--- src/common/motor_settings.svh ---
//////////////////////////////
// Widths and register map of the motor subsystem
// DRIVE_BAUD_DIV gives 115200 baud only with a clock near 13.4 MHz
//////////////////////////////
`ifndef MOTOR_SETTINGS_SVH
`define MOTOR_SETTINGS_SVH

// Register bus
`define REG_ADDR_W          6       // Address bits
`define REG_DATA_W          8       // Data bits

// Motors
`define NUM_MOTORS          4       // Drive motors, also servos
`define DRIVE_PWR_W         5       // Power field of a drive command
`define DRIVE_BAUD_DIV      116     // Clocks per UART bit

// Register map
`define ADDR_DRIVE_BASE     0       // Drive commands, one per motor
`define ADDR_SERVO_BASE     4       // Servo positions, one per servo
`define ADDR_LED_CTRL       8       // LED control and test mode
`define ADDR_FAULT_STAT     9       // Fault mask, read only

`endif

--- src/common/motor_pkg.sv ---
//////////////////////////////
// Types shared by the register file, UARTs and servo PWMs
//////////////////////////////
`include "motor_settings.svh"

package motor_pkg;

    //////////////////////////////
    // Register bus
    //////////////////////////////
    typedef logic [`REG_ADDR_W-1:0]     reg_addr_t;     // Bus address
    typedef logic [`REG_DATA_W-1:0]     reg_data_t;     // Bus data

    //////////////////////////////
    // Motor payloads
    //////////////////////////////
    // Bit 7 brake, bit 6 enable, bit 5 direction, bits 4-0 power
    typedef logic [`DRIVE_PWR_W+2:0]    drive_cmd_t;
    typedef logic [7:0]                 servo_pos_t;    // High counts out of 256
    typedef logic [`NUM_MOTORS-1:0]     motor_mask_t;   // One bit per motor

    // UART frame position
    typedef enum logic [1:0] {
        START_BIT,                                      // Line low
        DATA_BITS,                                      // Byte, LSB first
        STOP_BIT                                        // Line high
    } uart_state_t;

endpackage

--- src/rtl/motor_regs.sv ---
//////////////////////////////
// Bus writes land at the write edge, reads return one cycle later
// Unmapped addresses read 0, fault register ignores writes
//////////////////////////////
`include "motor_settings.svh"

module motor_regs (
    input  logic                    clock,
    input  logic                    reset_n,
    input  motor_pkg::reg_addr_t    address,        // Register address
    input  logic                    write_en,       // Write strobe
    input  logic                    read_en,        // Read strobe
    input  motor_pkg::reg_data_t    wr_data,        // Write data
    input  motor_pkg::motor_mask_t  sr_fault,       // Rotation motor faults
    output motor_pkg::reg_data_t    rd_data,        // Held until next read
    output motor_pkg::drive_cmd_t   drive_cmd0,     // To drive UART 0
    output motor_pkg::drive_cmd_t   drive_cmd1,
    output motor_pkg::drive_cmd_t   drive_cmd2,
    output motor_pkg::drive_cmd_t   drive_cmd3,
    output motor_pkg::servo_pos_t   servo_pos0,     // To servo PWM 0
    output motor_pkg::servo_pos_t   servo_pos1,
    output motor_pkg::servo_pos_t   servo_pos2,
    output motor_pkg::servo_pos_t   servo_pos3,
    output logic                    status_fault,   // Fault LED
    output logic                    status_pi,      // Orange Pi LED
    output logic                    status_ps4,     // PS4 controller LED
    output logic                    status_debug    // Debug LED
);
    import motor_pkg::*;

    drive_cmd_t drive_reg [`NUM_MOTORS];            // Drive command per motor
    servo_pos_t servo_reg [`NUM_MOTORS];            // Servo position per servo
    reg_data_t  led_ctrl;                           // LED control bits
    reg_data_t  rd_next;                            // Read mux result
    logic       test_en;                            // LED test mode

    //////////////////////////////
    // Register writes
    //////////////////////////////
    always_ff @(posedge clock or negedge reset_n) begin
        if (!reset_n) begin
            for (int i = 0; i < `NUM_MOTORS; i++) begin
                drive_reg[i] <= '0;
                servo_reg[i] <= '0;
            end
            led_ctrl <= '0;
        end else if (write_en) begin
            for (int i = 0; i < `NUM_MOTORS; i++) begin
                if (address == reg_addr_t'(`ADDR_DRIVE_BASE + i))
                    drive_reg[i] <= wr_data;        // Sent from next frame on
                if (address == reg_addr_t'(`ADDR_SERVO_BASE + i))
                    servo_reg[i] <= wr_data;        // Latched at period wrap
            end
            if (address == reg_addr_t'(`ADDR_LED_CTRL))
                led_ctrl <= wr_data;
        end
    end

    //////////////////////////////
    // Read-back
    //////////////////////////////
    always_comb begin
        rd_next = '0;                               // Unmapped reads 0
        for (int i = 0; i < `NUM_MOTORS; i++) begin
            if (address == reg_addr_t'(`ADDR_DRIVE_BASE + i))
                rd_next = drive_reg[i];
            if (address == reg_addr_t'(`ADDR_SERVO_BASE + i))
                rd_next = servo_reg[i];
        end
        if (address == reg_addr_t'(`ADDR_LED_CTRL))
            rd_next = led_ctrl;
        if (address == reg_addr_t'(`ADDR_FAULT_STAT))
            rd_next = reg_data_t'(sr_fault);        // Live mask, bits 3-0
    end

    always_ff @(posedge clock or negedge reset_n) begin
        if (!reset_n)
            rd_data <= '0;
        else if (read_en)
            rd_data <= rd_next;                     // One cycle latency
    end

    assign drive_cmd0 = drive_reg[0];
    assign drive_cmd1 = drive_reg[1];
    assign drive_cmd2 = drive_reg[2];
    assign drive_cmd3 = drive_reg[3];
    assign servo_pos0 = servo_reg[0];
    assign servo_pos1 = servo_reg[1];
    assign servo_pos2 = servo_reg[2];
    assign servo_pos3 = servo_reg[3];

    //////////////////////////////
    // Status LEDs
    //////////////////////////////
    assign test_en      = led_ctrl[0];
    assign status_fault = test_en ? led_ctrl[3] : |sr_fault;    // Any rotation fault
    assign status_pi    = test_en ? 1'b1        : led_ctrl[1];  // Forced on in test
    assign status_ps4   = test_en ? 1'b1        : led_ctrl[2];
    assign status_debug = test_en ? led_ctrl[4] : 1'b1;         // Hot-motor LED in test

endmodule

--- src/drive_uart/drive_uart_tx.sv ---
//////////////////////////////
// Sends tx_data as back-to-back 8N1 frames, no idle between them
// tx_data is sampled once, as each start bit begins
//////////////////////////////
`include "motor_settings.svh"

module drive_uart_tx #(
    parameter int clks_per_bit = `DRIVE_BAUD_DIV    // Clocks per bit, sets baud
) (
    input  logic                    clock,
    input  logic                    reset_n,
    input  motor_pkg::drive_cmd_t   tx_data,        // Command byte to repeat
    output logic                    uart_tx         // Serial line to motor
);
    import motor_pkg::*;

    localparam int cnt_w     = (clks_per_bit > 1) ? $clog2(clks_per_bit) : 1;
    localparam int data_bits = $bits(drive_cmd_t);
    localparam int idx_w     = $clog2(data_bits);

    uart_state_t        state;                      // Frame position
    logic [cnt_w-1:0]   baud_cnt;                   // Clocks within a bit
    logic [idx_w-1:0]   bit_idx;                    // Data bit in flight
    drive_cmd_t         shift_reg;                  // Byte being sent
    logic               bit_end;                    // Last clock of a bit

    assign bit_end = (baud_cnt == cnt_w'(clks_per_bit - 1));

    //////////////////////////////
    // Frame FSM
    //////////////////////////////
    always_ff @(posedge clock or negedge reset_n) begin
        if (!reset_n) begin
            state    <= START_BIT;                  // Frame starts right out of reset
            baud_cnt <= '0;
            bit_idx  <= '0;
        end else begin
            if (bit_end)
                baud_cnt <= '0;
            else
                baud_cnt <= baud_cnt + 1'b1;
            case (state)
                START_BIT: if (bit_end) begin
                    state   <= DATA_BITS;
                    bit_idx <= '0;
                end
                DATA_BITS: if (bit_end) begin
                    if (bit_idx == idx_w'(data_bits - 1))
                        state <= STOP_BIT;          // Byte done
                    else
                        bit_idx <= bit_idx + 1'b1;
                end
                STOP_BIT: if (bit_end)
                    state <= START_BIT;             // Next frame, no gap
                default: state <= START_BIT;
            endcase
        end
    end

    // Payload shifter
    always_ff @(posedge clock) begin
        if (state == START_BIT && baud_cnt == '0)
            shift_reg <= tx_data;                   // Fresh command per frame
        else if (state == DATA_BITS && bit_end)
            shift_reg <= shift_reg >> 1;            // LSB first
    end

    always_comb begin
        case (state)
            START_BIT: uart_tx = 1'b0;
            DATA_BITS: uart_tx = shift_reg[0];
            default:   uart_tx = 1'b1;              // Stop bit
        endcase
    end

endmodule

--- src/rtl/servo_pwm.sv ---
//////////////////////////////
// 256-clock period, position latched only at the period wrap
//////////////////////////////
module servo_pwm (
    input  logic                    clock,
    input  logic                    reset_n,
    input  motor_pkg::servo_pos_t   position,       // High counts per period
    output logic                    pwm_signal      // Registered PWM wave
);
    import motor_pkg::*;

    servo_pos_t period_cnt;                         // Free-running, wraps to 0
    servo_pos_t pos_shadow;                         // Position for this period
    logic       wrap;                               // Last clock of period

    assign wrap = (period_cnt == '1);

    //////////////////////////////
    // Counter, shadow and compare
    //////////////////////////////
    always_ff @(posedge clock or negedge reset_n) begin
        if (!reset_n) begin
            period_cnt <= '0;
            pos_shadow <= '0;                       // Output low until first latch
            pwm_signal <= 1'b0;
        end else begin
            period_cnt <= period_cnt + 1'b1;
            if (wrap)
                pos_shadow <= position;             // Glitch-free ratio change
            // Count 255 never beats any shadow, so a new period starts low
            pwm_signal <= (period_cnt < pos_shadow);
        end
    end

endmodule

--- src/rtl/motor_subsystem.sv ---
//////////////////////////////
// Motor command core driven by the parallel register bus
// reset_n comes from outside, all logic on one clock
//////////////////////////////
`include "motor_settings.svh"

module motor_subsystem (
    input  logic                    clock,
    input  logic                    reset_n,
    input  motor_pkg::reg_addr_t    address,        // Register bus
    input  logic                    write_en,
    input  motor_pkg::reg_data_t    wr_data,
    input  logic                    read_en,
    input  motor_pkg::motor_mask_t  sr_fault,       // Rotation motor faults
    output motor_pkg::reg_data_t    rd_data,
    output motor_pkg::motor_mask_t  sd_uart,        // Drive motor UART lines
    output motor_pkg::motor_mask_t  servo_pwm,      // Arm servo PWM waves
    output logic                    status_fault,
    output logic                    status_pi,
    output logic                    status_ps4,
    output logic                    status_debug
);
    import motor_pkg::*;

    drive_cmd_t drive_cmd [`NUM_MOTORS];            // Register file to UARTs
    servo_pos_t servo_pos [`NUM_MOTORS];            // Register file to PWMs

    //////////////////////////////
    // Register file
    //////////////////////////////
    motor_regs u_motor_regs (
        .clock          (clock),
        .reset_n        (reset_n),
        .address        (address),
        .write_en       (write_en),
        .read_en        (read_en),
        .wr_data        (wr_data),
        .sr_fault       (sr_fault),
        .rd_data        (rd_data),
        .drive_cmd0     (drive_cmd[0]),
        .drive_cmd1     (drive_cmd[1]),
        .drive_cmd2     (drive_cmd[2]),
        .drive_cmd3     (drive_cmd[3]),
        .servo_pos0     (servo_pos[0]),
        .servo_pos1     (servo_pos[1]),
        .servo_pos2     (servo_pos[2]),
        .servo_pos3     (servo_pos[3]),
        .status_fault   (status_fault),
        .status_pi      (status_pi),
        .status_ps4     (status_ps4),
        .status_debug   (status_debug)
    );

    //////////////////////////////
    // Per-motor UART and servo PWM
    //////////////////////////////
    for (genvar i = 0; i < `NUM_MOTORS; i++) begin : g_motor
        drive_uart_tx #(
            .clks_per_bit   (`DRIVE_BAUD_DIV)       // 115200 baud
        ) u_drive_uart (
            .clock          (clock),
            .reset_n        (reset_n),
            .tx_data        (drive_cmd[i]),
            .uart_tx        (sd_uart[i])
        );

        servo_pwm u_servo_pwm (
            .clock          (clock),
            .reset_n        (reset_n),
            .position       (servo_pos[i]),
            .pwm_signal     (servo_pwm[i])
        );
    end

endmodule

--- config.mk ---
export PLATFORM = sky130hd
export DESIGN_NAME = motor_subsystem
export DESIGN_NICKNAME = d
export VERILOG_FILES = /design/src/common/motor_pkg.sv /design/src/rtl/motor_regs.sv /design/src/drive_uart/drive_uart_tx.sv /design/src/rtl/servo_pwm.sv /design/src/rtl/motor_subsystem.sv
export VERILOG_INCLUDE_DIRS = /design/src /design/src/common
export SDC_FILE = /design/constraint.sdc
export NUM_CORES = 1
export LEC_CHECK = 0
export BUFFER_PORTS_ARGS = -buffer_cell sky130_fd_sc_hd__buf_4
export CAP_MARGIN = 20
export CORE_ASPECT_RATIO = 1.1
export CORE_MARGIN = 2
export CORE_UTILIZATION = 30
export CTS_BUF_LIST = sky130_fd_sc_hd__clkbuf_4
export DETAILED_ROUTE_END_ITERATION = 7
export GPL_TIMING_DRIVEN = 0
export PLACE_DENSITY_LB_ADDON = 0.12
export SETUP_SLACK_MARGIN = 0.15
export SLEW_MARGIN = 20
export SYNTH_ARGS = -nofsm -noshare
export SYNTH_HDL_FRONTEND = slang
export SYNTH_SLANG_ARGS = --single-unit
export TNS_END_PERCENT = 100
--- constraint.sdc ---
create_clock -name clock -period 3.65 [get_ports clock]
set_input_delay 0.1825 -clock clock [delete_from_list [all_inputs] [get_ports clock]]
set_output_delay 0.1825 -clock clock [all_outputs]
set_load 0.02 [all_outputs]
Word-level counts from Yosys, hierarchy flattened --
Cells that the tools add are included.
Word-level totals: memories 0, word-level logic and storage cells 212, output and inout port bits 20, memory bits (writable) 0, latch bits 0, register bits after elaboration 228, bits in read-only memories 0, bits of input ports 22
Operators by class: equality and inequality tests 49, reductions and logical operators 43, multiply operators 0, shifts and indexed selects 0, bitwise gates (word level) 0, divide/modulo/power cells 0, magnitude comparators 4, multiplexer cells 66, $add $sub $neg 12
Operators by type and width (count):
- 2-to-1 mux 8 bit | 18
- 2-to-1 mux 3 bit | 12
- adder 8 x 1 -> 8 bit, second input constant | 4
- == test 8 bit, second input constant | 4
- less-than comparator 8 bit | 4
- 2-to-1 mux 2 bit | 16
- inequality test 2 x 1 -> 1 bit, second input constant | 16
- AND reduction 4 bit | 8
- adder 7 x 1 -> 7 bit, second input constant | 4
- == test 7 bit, second input constant | 4
- logical NOT 7 bit | 4
- 2-to-1 mux 7 bit | 4
- == test 6 x 3 -> 1 bit, second input constant | 4
- one-hot mux 2 bit (3 select lines) | 4
- one-hot mux 3 bit (2 select lines) | 4
- AND reduction 2 bit | 9
- nonzero test 2 bit | 8
- adder 3 x 1 -> 3 bit, second input constant | 4
- == test 3 bit, second input constant | 4
- == test 6 x 2 -> 1 bit, second input constant | 2
- == test 6 x 4 -> 1 bit, second input constant | 2
- == test 2 x 1 -> 1 bit, second input constant | 4
- == test 2 bit, second input constant | 4
- logical AND 1 bit | 8
- other kinds (7) | 19

Logic depth before layout (Yosys ltp) --
Gate-level depths: netlist of the first run.
depth in word-level cells 11, gate-level depth with buffers 8

Hierarchy --
A second synthesis of the first run with hierarchy kept.
Second synthesis, totals: cells, all modules 924, area total of the unflattened synthesis 11429.7 µm²
By module, submodules not included:
- motor_regs | seq. area each 2001.9 µm², times used 1, cells an instance 294, area an instance 3870.0 µm²
- servo_pwm at g_motor[0].u_servo_pwm ... | seq. area each 425.4 µm², times used 3, cells an instance 69, area an instance 873.3 µm²
- drive_uart_tx at g_motor[0].u_drive_uart ... | seq. area each 540.5 µm², times used 2, cells an instance 88, area an instance 1029.7 µm²
- drive_uart_tx at g_motor[2].u_drive_uart ... | seq. area each 540.5 µm², times used 2, cells an instance 89, area an instance 1028.5 µm²
- servo_pwm at g_motor[3].u_servo_pwm | seq. area each 425.4 µm², times used 1, cells an instance 69, area an instance 823.3 µm²

Worst setup path before layout of the first run --
No wires, ideal clock.
path type reg2reg, from register g_motor[3].u_drive_uart.baud_cnt[0], to register g_motor[3].u_drive_uart.shift_reg[0], enable pin, setup slack 1129 ps, stages on the path, launching flop included 6, buffers on the path 1, setup time 384 ps, data arrival time 2137 ps, clock period less this slack 2521 ps, path through dfrtp_1 ha_1 nand4b_1 or4b_2 clkbuf_1 o21ai_0
On the way: word-level cells in the longest chain between the ends 3
RTL lines:
- from (decl) | RTL line drive_uart_tx.sv:22 | logic [cnt_w-1:0] baud_cnt;
- from (signal assigned) | RTL line drive_uart_tx.sv:41 | baud_cnt <= baud_cnt + 1'b1;
- == test 7 bit or logical NOT 7 bit (tied branches) | RTL line drive_uart_tx.sv:27, drive_uart_tx.sv:62
- logical AND 1 bit (on tied branches) | RTL line drive_uart_tx.sv:64, drive_uart_tx.sv:62
- nonzero test 2 bit (no source line) *
- to (signal assigned) | RTL line drive_uart_tx.sv:63 | shift_reg <= tx_data;
- to (signal assigned) | RTL line drive_uart_tx.sv:65 | shift_reg <= shift_reg >> 1;
- to (decl) | RTL line drive_uart_tx.sv:24 | drive_cmd_t shift_reg;
Every way passes the cells marked *; elsewhere a longest branch is shown, timed or not. A chain may end at the register's enable or synchronous reset.

Worst setup path after layout of the first run --
from register g_motor[3].u_drive_uart.baud_cnt[0], to register g_motor[3].u_drive_uart.shift_reg[4], enable pin
Same word-level chain as after synthesis.

==> results of run 1 <==
power breakdown:
| group | internal [mW] | switching (mW) |
|---|---|---|
| logic | 0.182 | 0.190 |
| registers | 2.68 | 0.118 |
| clock network | 1.35 | 1.10 |
Yosys cell counts (3+ instances only):
| library cell | count |
|---|---|
| nor4_1 | 6 |
| nand2b_1 | 8 |
| edfxtp_1 | 32 |
| ha_1 | 48 |
| o21a_1 | 4 |
| and4b_1 | 3 |
| inv_1 | 61 |
| mux2i_1 | 11 |
| a221oi_1 | 6 |
| buf_2 | 5 |
| o2bb2ai_1 | 3 |
| a31oi_1 | 3 |
| xor2_1 | 9 |
| and2_1 | 5 |
| nand3_1 | 41 |
| nor3_1 | 20 |
| clkbuf_1 | 18 |
| nor2_1 | 34 |
| nand4_1 | 8 |
| mux2_2 | 112 |
| o31ai_1 | 8 |
| nor4b_1 | 5 |
| xnor2_1 | 19 |
| and3_1 | 10 |
| o21ai_0 | 66 |
| nand2_1 | 86 |
| nor2b_1 | 7 |
| buf_1 | 3 |
| dfrtp_1 | 196 |
| o22ai_1 | 7 |
| a22oi_1 | 8 |
| a21o_1 | 4 |
| a21oi_1 | 25 |
| a22o_1 | 12 |
| buf_4 | 8 |
| a211oi_1 | 4 |
| mux4_2 | 3 |
per-layer routing:
layer	vias to the layer above	track usage	share of wire
met5	-	0	0
met4	0	0.0541	0.022
met3	49	0.0332	0.042
met2	118	0.214	0.44
met1	3628	0.204	0.50
li1	3658	-	-
repair_timing:
item | CTS | global route
endpoints found under the hold margin | 275 | 0
gates resized for setup | 0 | 0
hold buffers | 20 | 0
worst min path at each step:
stage	from	to	slack (ps)	cells after the start
after floorplan	reset_n	g_motor[0].u_drive_uart.baud_cnt[0]	-110	0
after global placement	g_motor[2].u_drive_uart.state[1]	g_motor[2].u_drive_uart.state[0]	450	1
after detailed placement	reset_n	g_motor[2].u_drive_uart.baud_cnt[4]	80	1
after CTS	reset_n	u_motor_regs.drive_cmd3[0]	20	3
after global routing	reset_n	u_motor_regs.drive_cmd3[5]	40	3
final	reset_n	u_motor_regs.drive_cmd2[4]	80	3
logic make-up after synthesis:
| group | Yosys count | synth area share |
|---|---|---|
| AOI/OAI and AO/OA | 163 | 0.0950 |
| xor gates and xnor gates | 28 | 0.0227 |
| adders and majority gates | 48 | 0.0555 |
| buffers and inverters | 95 | 0.0363 |
| DFF | 228 | 0.542 |
| muxes | 126 | 0.133 |
| and+or+nand+nor | 247 | 0.115 |
through the flow:
stage	instances	hold WS, ps	utilization
after global placement	1455	455	0.332
after floorplan	935	-113	-
after global routing	1592	39.5	0.363
after CTS	1590	22.1	0.363
final	1592	82.5	0.363
after detailed placement	1457	75.8	0.333
area by class of cell:
type	instances	share of cell area
flip-flops and latches	228	0.457
clock inverters	16	0.00888
multi-input cells	612	0.355
well taps	481	0.0469
clock buffers	97	0.0568
repair buffers	61	0.0441
inverters	61	0.0178
diodes	2	0.000390
plain buffers	34	0.0128
critical path: cells and delay by family, from the launching register on:
family          cells  cell delay (ps)
simple gates        2              810
compound gates      1              600
flops               1              390
fa+ha+maj           1              270
buf+inv             1              190
==> out/results.txt, run 1 <==
status - finished, final reports clean
critical path, cell by cell - ha_1 > nand4b_1 > or4b_2 > clkbuf_1 > o21ai_1
PortBufs - 39
R2R Setup Slk - 1030 ps
Worst-Margin Slew - 858 ps
period utilization - 0.718
asr flop ratio synth - 0.860
CTS max path bufs - 3
Static Leak - 5.52 nW
Reg area - 5870 µm²
endpoints failing hold - 0
Largest stage delay, worst path - 630 ps
Synth top area share - 0.454
gr usage total - 0.144
final wirelength - 25.7 mm
post-synthesis sequential area ratio - 0.542
CP Max Fanout - 8
Gate Count Post-Synth - 935
layout cell share with drive strength beyond 1 - 0.257
Synthesis Warnings - 0
top-level I/O count - 42
Rows - 72
number of synthesized flops with an enable pin - 32
CP endpoint kind - register
worst hold path class - input pin to async pin
hpwl dp - 17.6 mm
Post-CTS Setup Repair Bufs - 0
RSZ-0062 raised after global routing - no
Worst Reg2Reg Path Length in Cells - 5
total CTS buffers - 67
GR Overflow Total - 0
CP Class - register to register
Synth area leader - dfrtp_1
DRT iter0 DRCs - 277
Peak VDD IR - 0.184 mV
antenna violations before repair - 2
vias in the first global route - 7,687
most common cell after layout, fill and taps aside - dfrtp_1
synthesized area per cell - 11.6 µm²
worst rel slew slack - 0.423
Netlist Area Pre-Place - 10,800 µm²
DRT Pass-1 Iters - 5
total power - 5.62 mW
post-route cell area - 12,800 µm²
fin nets - 1,135
main flop type after synthesis - dfrtp_1
FF-to-FF End - g_motor[3].u_drive_uart.shift_reg[4]
core area - 35,300 µm²
worst clock skew - 48.7 ps
Max Cap Viol - 0
gpl congestion - 0.797
Critical path origin - g_motor[3].u_drive_uart.baud_cnt[0]
Clock H-tree levels - 3
critical path arrival - 2920 ps
Remaining DRCs - 0
Final Critical Period - 2620 ps
die height - 203 µm
r2r startpoint - g_motor[3].u_drive_uart.baud_cnt[0]
library cells used by synthesis - 58
multi-input combinational cell area - 4560 µm²
worst slack at placement - 689 ps
Setup TNS - 0 ps
Fill cells - 3,628
first-pass GRT wire length - 42.3 mm
synth top area cells - dfrtp_1, mux2_2, edfxtp_1
Power Density - 438 nW/µm²
Syn Nets - 1,005
largest net degree at the start of global routing - 89
Clock transition at path regs - 70 ps
clk root buf - clkbuf_4
fmax - 0.381 GHz
critical path capture point - g_motor[3].u_drive_uart.shift_reg[4]
CTS tree - built
endpoints failing setup - 0
most frequent cells in the layout - dfrtp_1, mux2_2, clkbuf_4
worst path required time - 3950 ps
CTS sink cnt - 228
DIE AREA - 37,600 µm²
worst-skew pair later-pin latency - 690 ps
setup slack after layout - 1030 ps
WL/cell - 16.1 µm
placed cell area - 11,800 µm²
Pins Over Slew Limit - 0
crit path launch type - register
initial core utilization - 0.306
Via density - 4.68
slowest CP cell - or4b_2
via count - 7,453
DRT antenna net count - 0
#FFs+latches synth - 228
DIE WIDTH - 185 µm
Syn-to-layout area delta - 18.6%
No activity file was read; power rests on OpenSTA's default activity.
==> run 2: changes to the inputs <==
- ABC_AREA: default -> 1
- clock period: 3.65 -> 2.1 ns (I/O delays scaled with it)
==> run 2 against run 1 <==
  * Area after synthesis shrank 0.87%
  * Register-to-register slack worse by 780 ps
  * First-iteration DRC count rose by 60%
  * Via count is 6.2% higher
  * Critical path type is now input pin to register
  * Highest routed layer unchanged
  * Global-route usage fell by 0.23 points
  * Design area increased by 0.83%
  * Clock power up 70%
==> out/results.txt, run 2 <==
library cells used by synthesis - 42 (-28%)
first-pass GRT wire length - 41.7 mm (-1.5%)
Clock transition at path regs - 60 ps (about the same)
asr flop ratio synth - 0.860 (unchanged)
hpwl dp - 17.0 mm (-3.3%)
Synth top area share - 0.458 (+0.00397)
Pins Over Slew Limit - 0 (unchanged)
most common cell after layout, fill and taps aside - nand2_1
fin nets - 1,349 (+19%)
Remaining DRCs - 0 (unchanged)
#FFs+latches synth - 228 (unchanged)
post-synthesis sequential area ratio - 0.547 (+0.00475)
DRT iter0 DRCs - 443 (+60%)
worst hold path class - input pin to async pin
CP Class - input pin to register
FF-to-FF End - u_motor_regs.rd_data[2]
synth top area cells - dfrtp_1, edfxtp_1, nand2_1
Gate Count Post-Synth - 1,130 (+21%)
endpoints failing setup - 0 (unchanged)
Clock H-tree levels - 3 (unchanged)
Max Cap Viol - 0 (unchanged)
Synthesis Warnings - 0 (unchanged)
PortBufs - 40 (+2.6%)
largest net degree at the start of global routing - 93 (+4.5%)
DIE AREA - 37,300 µm² (-0.85%)
Fill cells - 3,705 (+2.1%)
CTS tree - built
Syn-to-layout area delta - 20.7%
R2R Setup Slk - 250 ps (-780 ps)
worst path required time - 2710 ps (-1240 ps)
Rows - 72 (unchanged)
Power Density - 741 nW/µm² (+69%)
DIE WIDTH - 184 µm (-0.43%)
critical path arrival - 2500 ps (-420 ps)
RSZ-0062 raised after global routing - no
slowest CP cell - dlygate4sd3_1
via count - 7,913 (+6.2%)
worst clock skew - 62.4 ps (+13.7 ps)
top-level I/O count - 42 (unchanged)
clk root buf - clkbuf_4
most frequent cells in the layout - nand2_1, dfrtp_1, inv_1
period utilization - 0.897
total CTS buffers - 67 (unchanged)
GRT busiest layer - met2
Setup TNS - 0 ps (unchanged)
Worst-Margin Slew - 865 ps (+6.93 ps)
Largest stage delay, worst path - 570 ps (-60 ps)
Synth area leader - dfrtp_1
worst-skew pair later-pin latency - 690 ps (about the same)
critical path, cell by cell - dlygate4sd3_1 > buf_4 > nor2_1 > inv_1 > nor2_4 > nand2_1 > nand3_1 > nand2_1 > nand4_1 > nor2_1 > nor2_1 > dlygate4sd3_1
Netlist Area Pre-Place - 10,700 µm² (-0.87%)
number of synthesized flops with an enable pin - 32 (unchanged)
Synth top cells by count - nand2_1, dfrtp_1, inv_1
Syn Nets - 1,200 (+19%)
GR Layer Usage met3 - 0.0364 (+0.00318)
Top Family by Delay on Critical Path - buffers and inverters
final wirelength - 25.1 mm (-2.2%)
Final Critical Period - 1880 ps
main flop type after synthesis - dfrtp_1
worst rel slew slack - 0.421 (-0.00212)
r2r startpoint - u_motor_regs.drive_cmd0[2]
Peak VDD IR - 0.296 mV (+61%)
CP Max Fanout - 9 (+1)
Static Leak - 5.92 nW (+7.1%)
synthesized area per cell - 9.49 µm² (-18%)
status - finished, final reports clean
CP bufs+invs - 4 (+3)
gpl congestion - 0.763 (-4.2%)
antenna violations before repair - 1 (-1)
vias in the first global route - 8,002 (+4.1%)
most used cell along the critical path - nor2_1
endpoints failing hold - 0 (unchanged)
DRT Pass-1 Iters - 5 (unchanged)
die height - 202 µm (-0.43%)
Worst Reg2Reg Path Length in Cells - 9 (+4)
post-route core utilization - 0.367 (+0.00395)
CP endpoint kind - register
initial core utilization - 0.304 (-0.00188)
DRT antenna net count - 0 (unchanged)
met2 global-route usage - 0.219 (+0.00472)
GR Overflow Total - 0 (unchanged)
CTS max path bufs - 3 (unchanged)
grt met1 use - 0.191 (-0.0137)
crit path launch type - input pin
fmax - 0.531 GHz
most common cell in the netlist - nand2_1
Via density - 4.39 (-6.3%)
core area - 35,200 µm² (-0.26%)
CTS sink cnt - 228 (unchanged)
layout cell share with drive strength beyond 1 - 0.192 (-0.0649)
gr usage total - 0.142 (-0.00226)
WL/cell - 13.9 µm (-14%)
run 2: cell count changes in the layout (fill, tap and decap cells not counted), sizes merged, moves of 11 or more:
cell	before	now
nand2	88	241
mux2	112	20
nor2	35	119
inv	64	142
o21ai	66	127
a21oi	25	49
buf	58	78
xor2	9	26
nand4	8	22
a22o	12	0
mux2i	11	0
nand3	41	30
run 2: kinds of logic after synthesis:
| logic type | synth area share |
|---|---|
| simple gates | 0.187 |
| flops | 0.547 |
| compound gates | 0.0959 |
| buf+inv | 0.0647 |
| fa+ha+maj | 0.0560 |
| xor+xnor | 0.0286 |
| mux | 0.0210 |
run 2: area by class of cell:
type	instances	area, µm²	area share
tap	481	602	0.0465
clock inverter	12	75.1	0.00580
timing repair buffer	80	718	0.0555
multi-input combinational	735	4220	0.327
clock buffer	100	751	0.0580
buffer	27	171	0.0133
sequential	228	5870	0.453
antenna	1	2.50	0.000193
inverter	140	526	0.0406
run 2: report_power, final:
| part | total [mW] | switching (mW) | internal (mW) |
|---|---|---|---|
| logic | 0.586 | 0.368 | 0.218 |
| clock network | 4.17 | 1.90 | 2.28 |
| registers | 4.82 | 0.162 | 4.66 |
| total | 9.58 | 2.43 | 7.15 |
run 2: worst max-delay path by stage:
stage | startpoint | cells after the start | to
floorplan | g_motor[3].u_drive_uart.baud_cnt[0] | 5 | g_motor[3].u_drive_uart.shift_reg[0]
global placement | reset_n | 1 | g_motor[3].u_servo_pwm.period_cnt[5]
detailed placement | g_motor[2].u_drive_uart.baud_cnt[0] | 5 | g_motor[2].u_drive_uart.shift_reg[3]
CTS | address[4] | 10 | u_motor_regs.led_ctrl[6]
global route | address[1] | 12 | u_motor_regs.rd_data[2]
finish | address[1] | 12 | u_motor_regs.rd_data[2]
run 2: routing by layer:
layer,vias to the layer above,routed length [µm]
met4,0,590
met3,50,916
met2,112,11300
li1,4037,-
met5,-,0
met1,3714,12300
run 2: timing repair:
action,CTS,global route
setup buffers,5,10
hold endpoints to repair,182,0
resized for setup,7,12
setup endpoints to repair,32,37
gates cloned,0,0
pin swaps,4,10
hold buffers,24,0
run 2: worst register-to-register path, cell delays in order, from the launching register on:
cell           delay (ps)
dfrtp_1               400
nand4_1               100
nand2_1                80
nor2_1                130
nand3_1               100
nand2_1               100
nand4_1               140
nor2_1                120
nor2_1                 40
dlygate4sd3_1         540
run 2: metrics by stage:
stage	cell area, µm²	setup slack [ps]	total power [mW]	hold slack (ps)	instances
3_3_place_gp	11600	-678	5.43	417	1651
6_report	12900	216	9.58	37.2	1804
2_1_floorplan	10700	155	5.11	-191	1130
5_1_grt	12900	151	10.2	43.4	1804
3_5_place_dp	11700	-245	5.45	-45.8	1653
4_1_cts	12800	160	9.79	3.45	1794
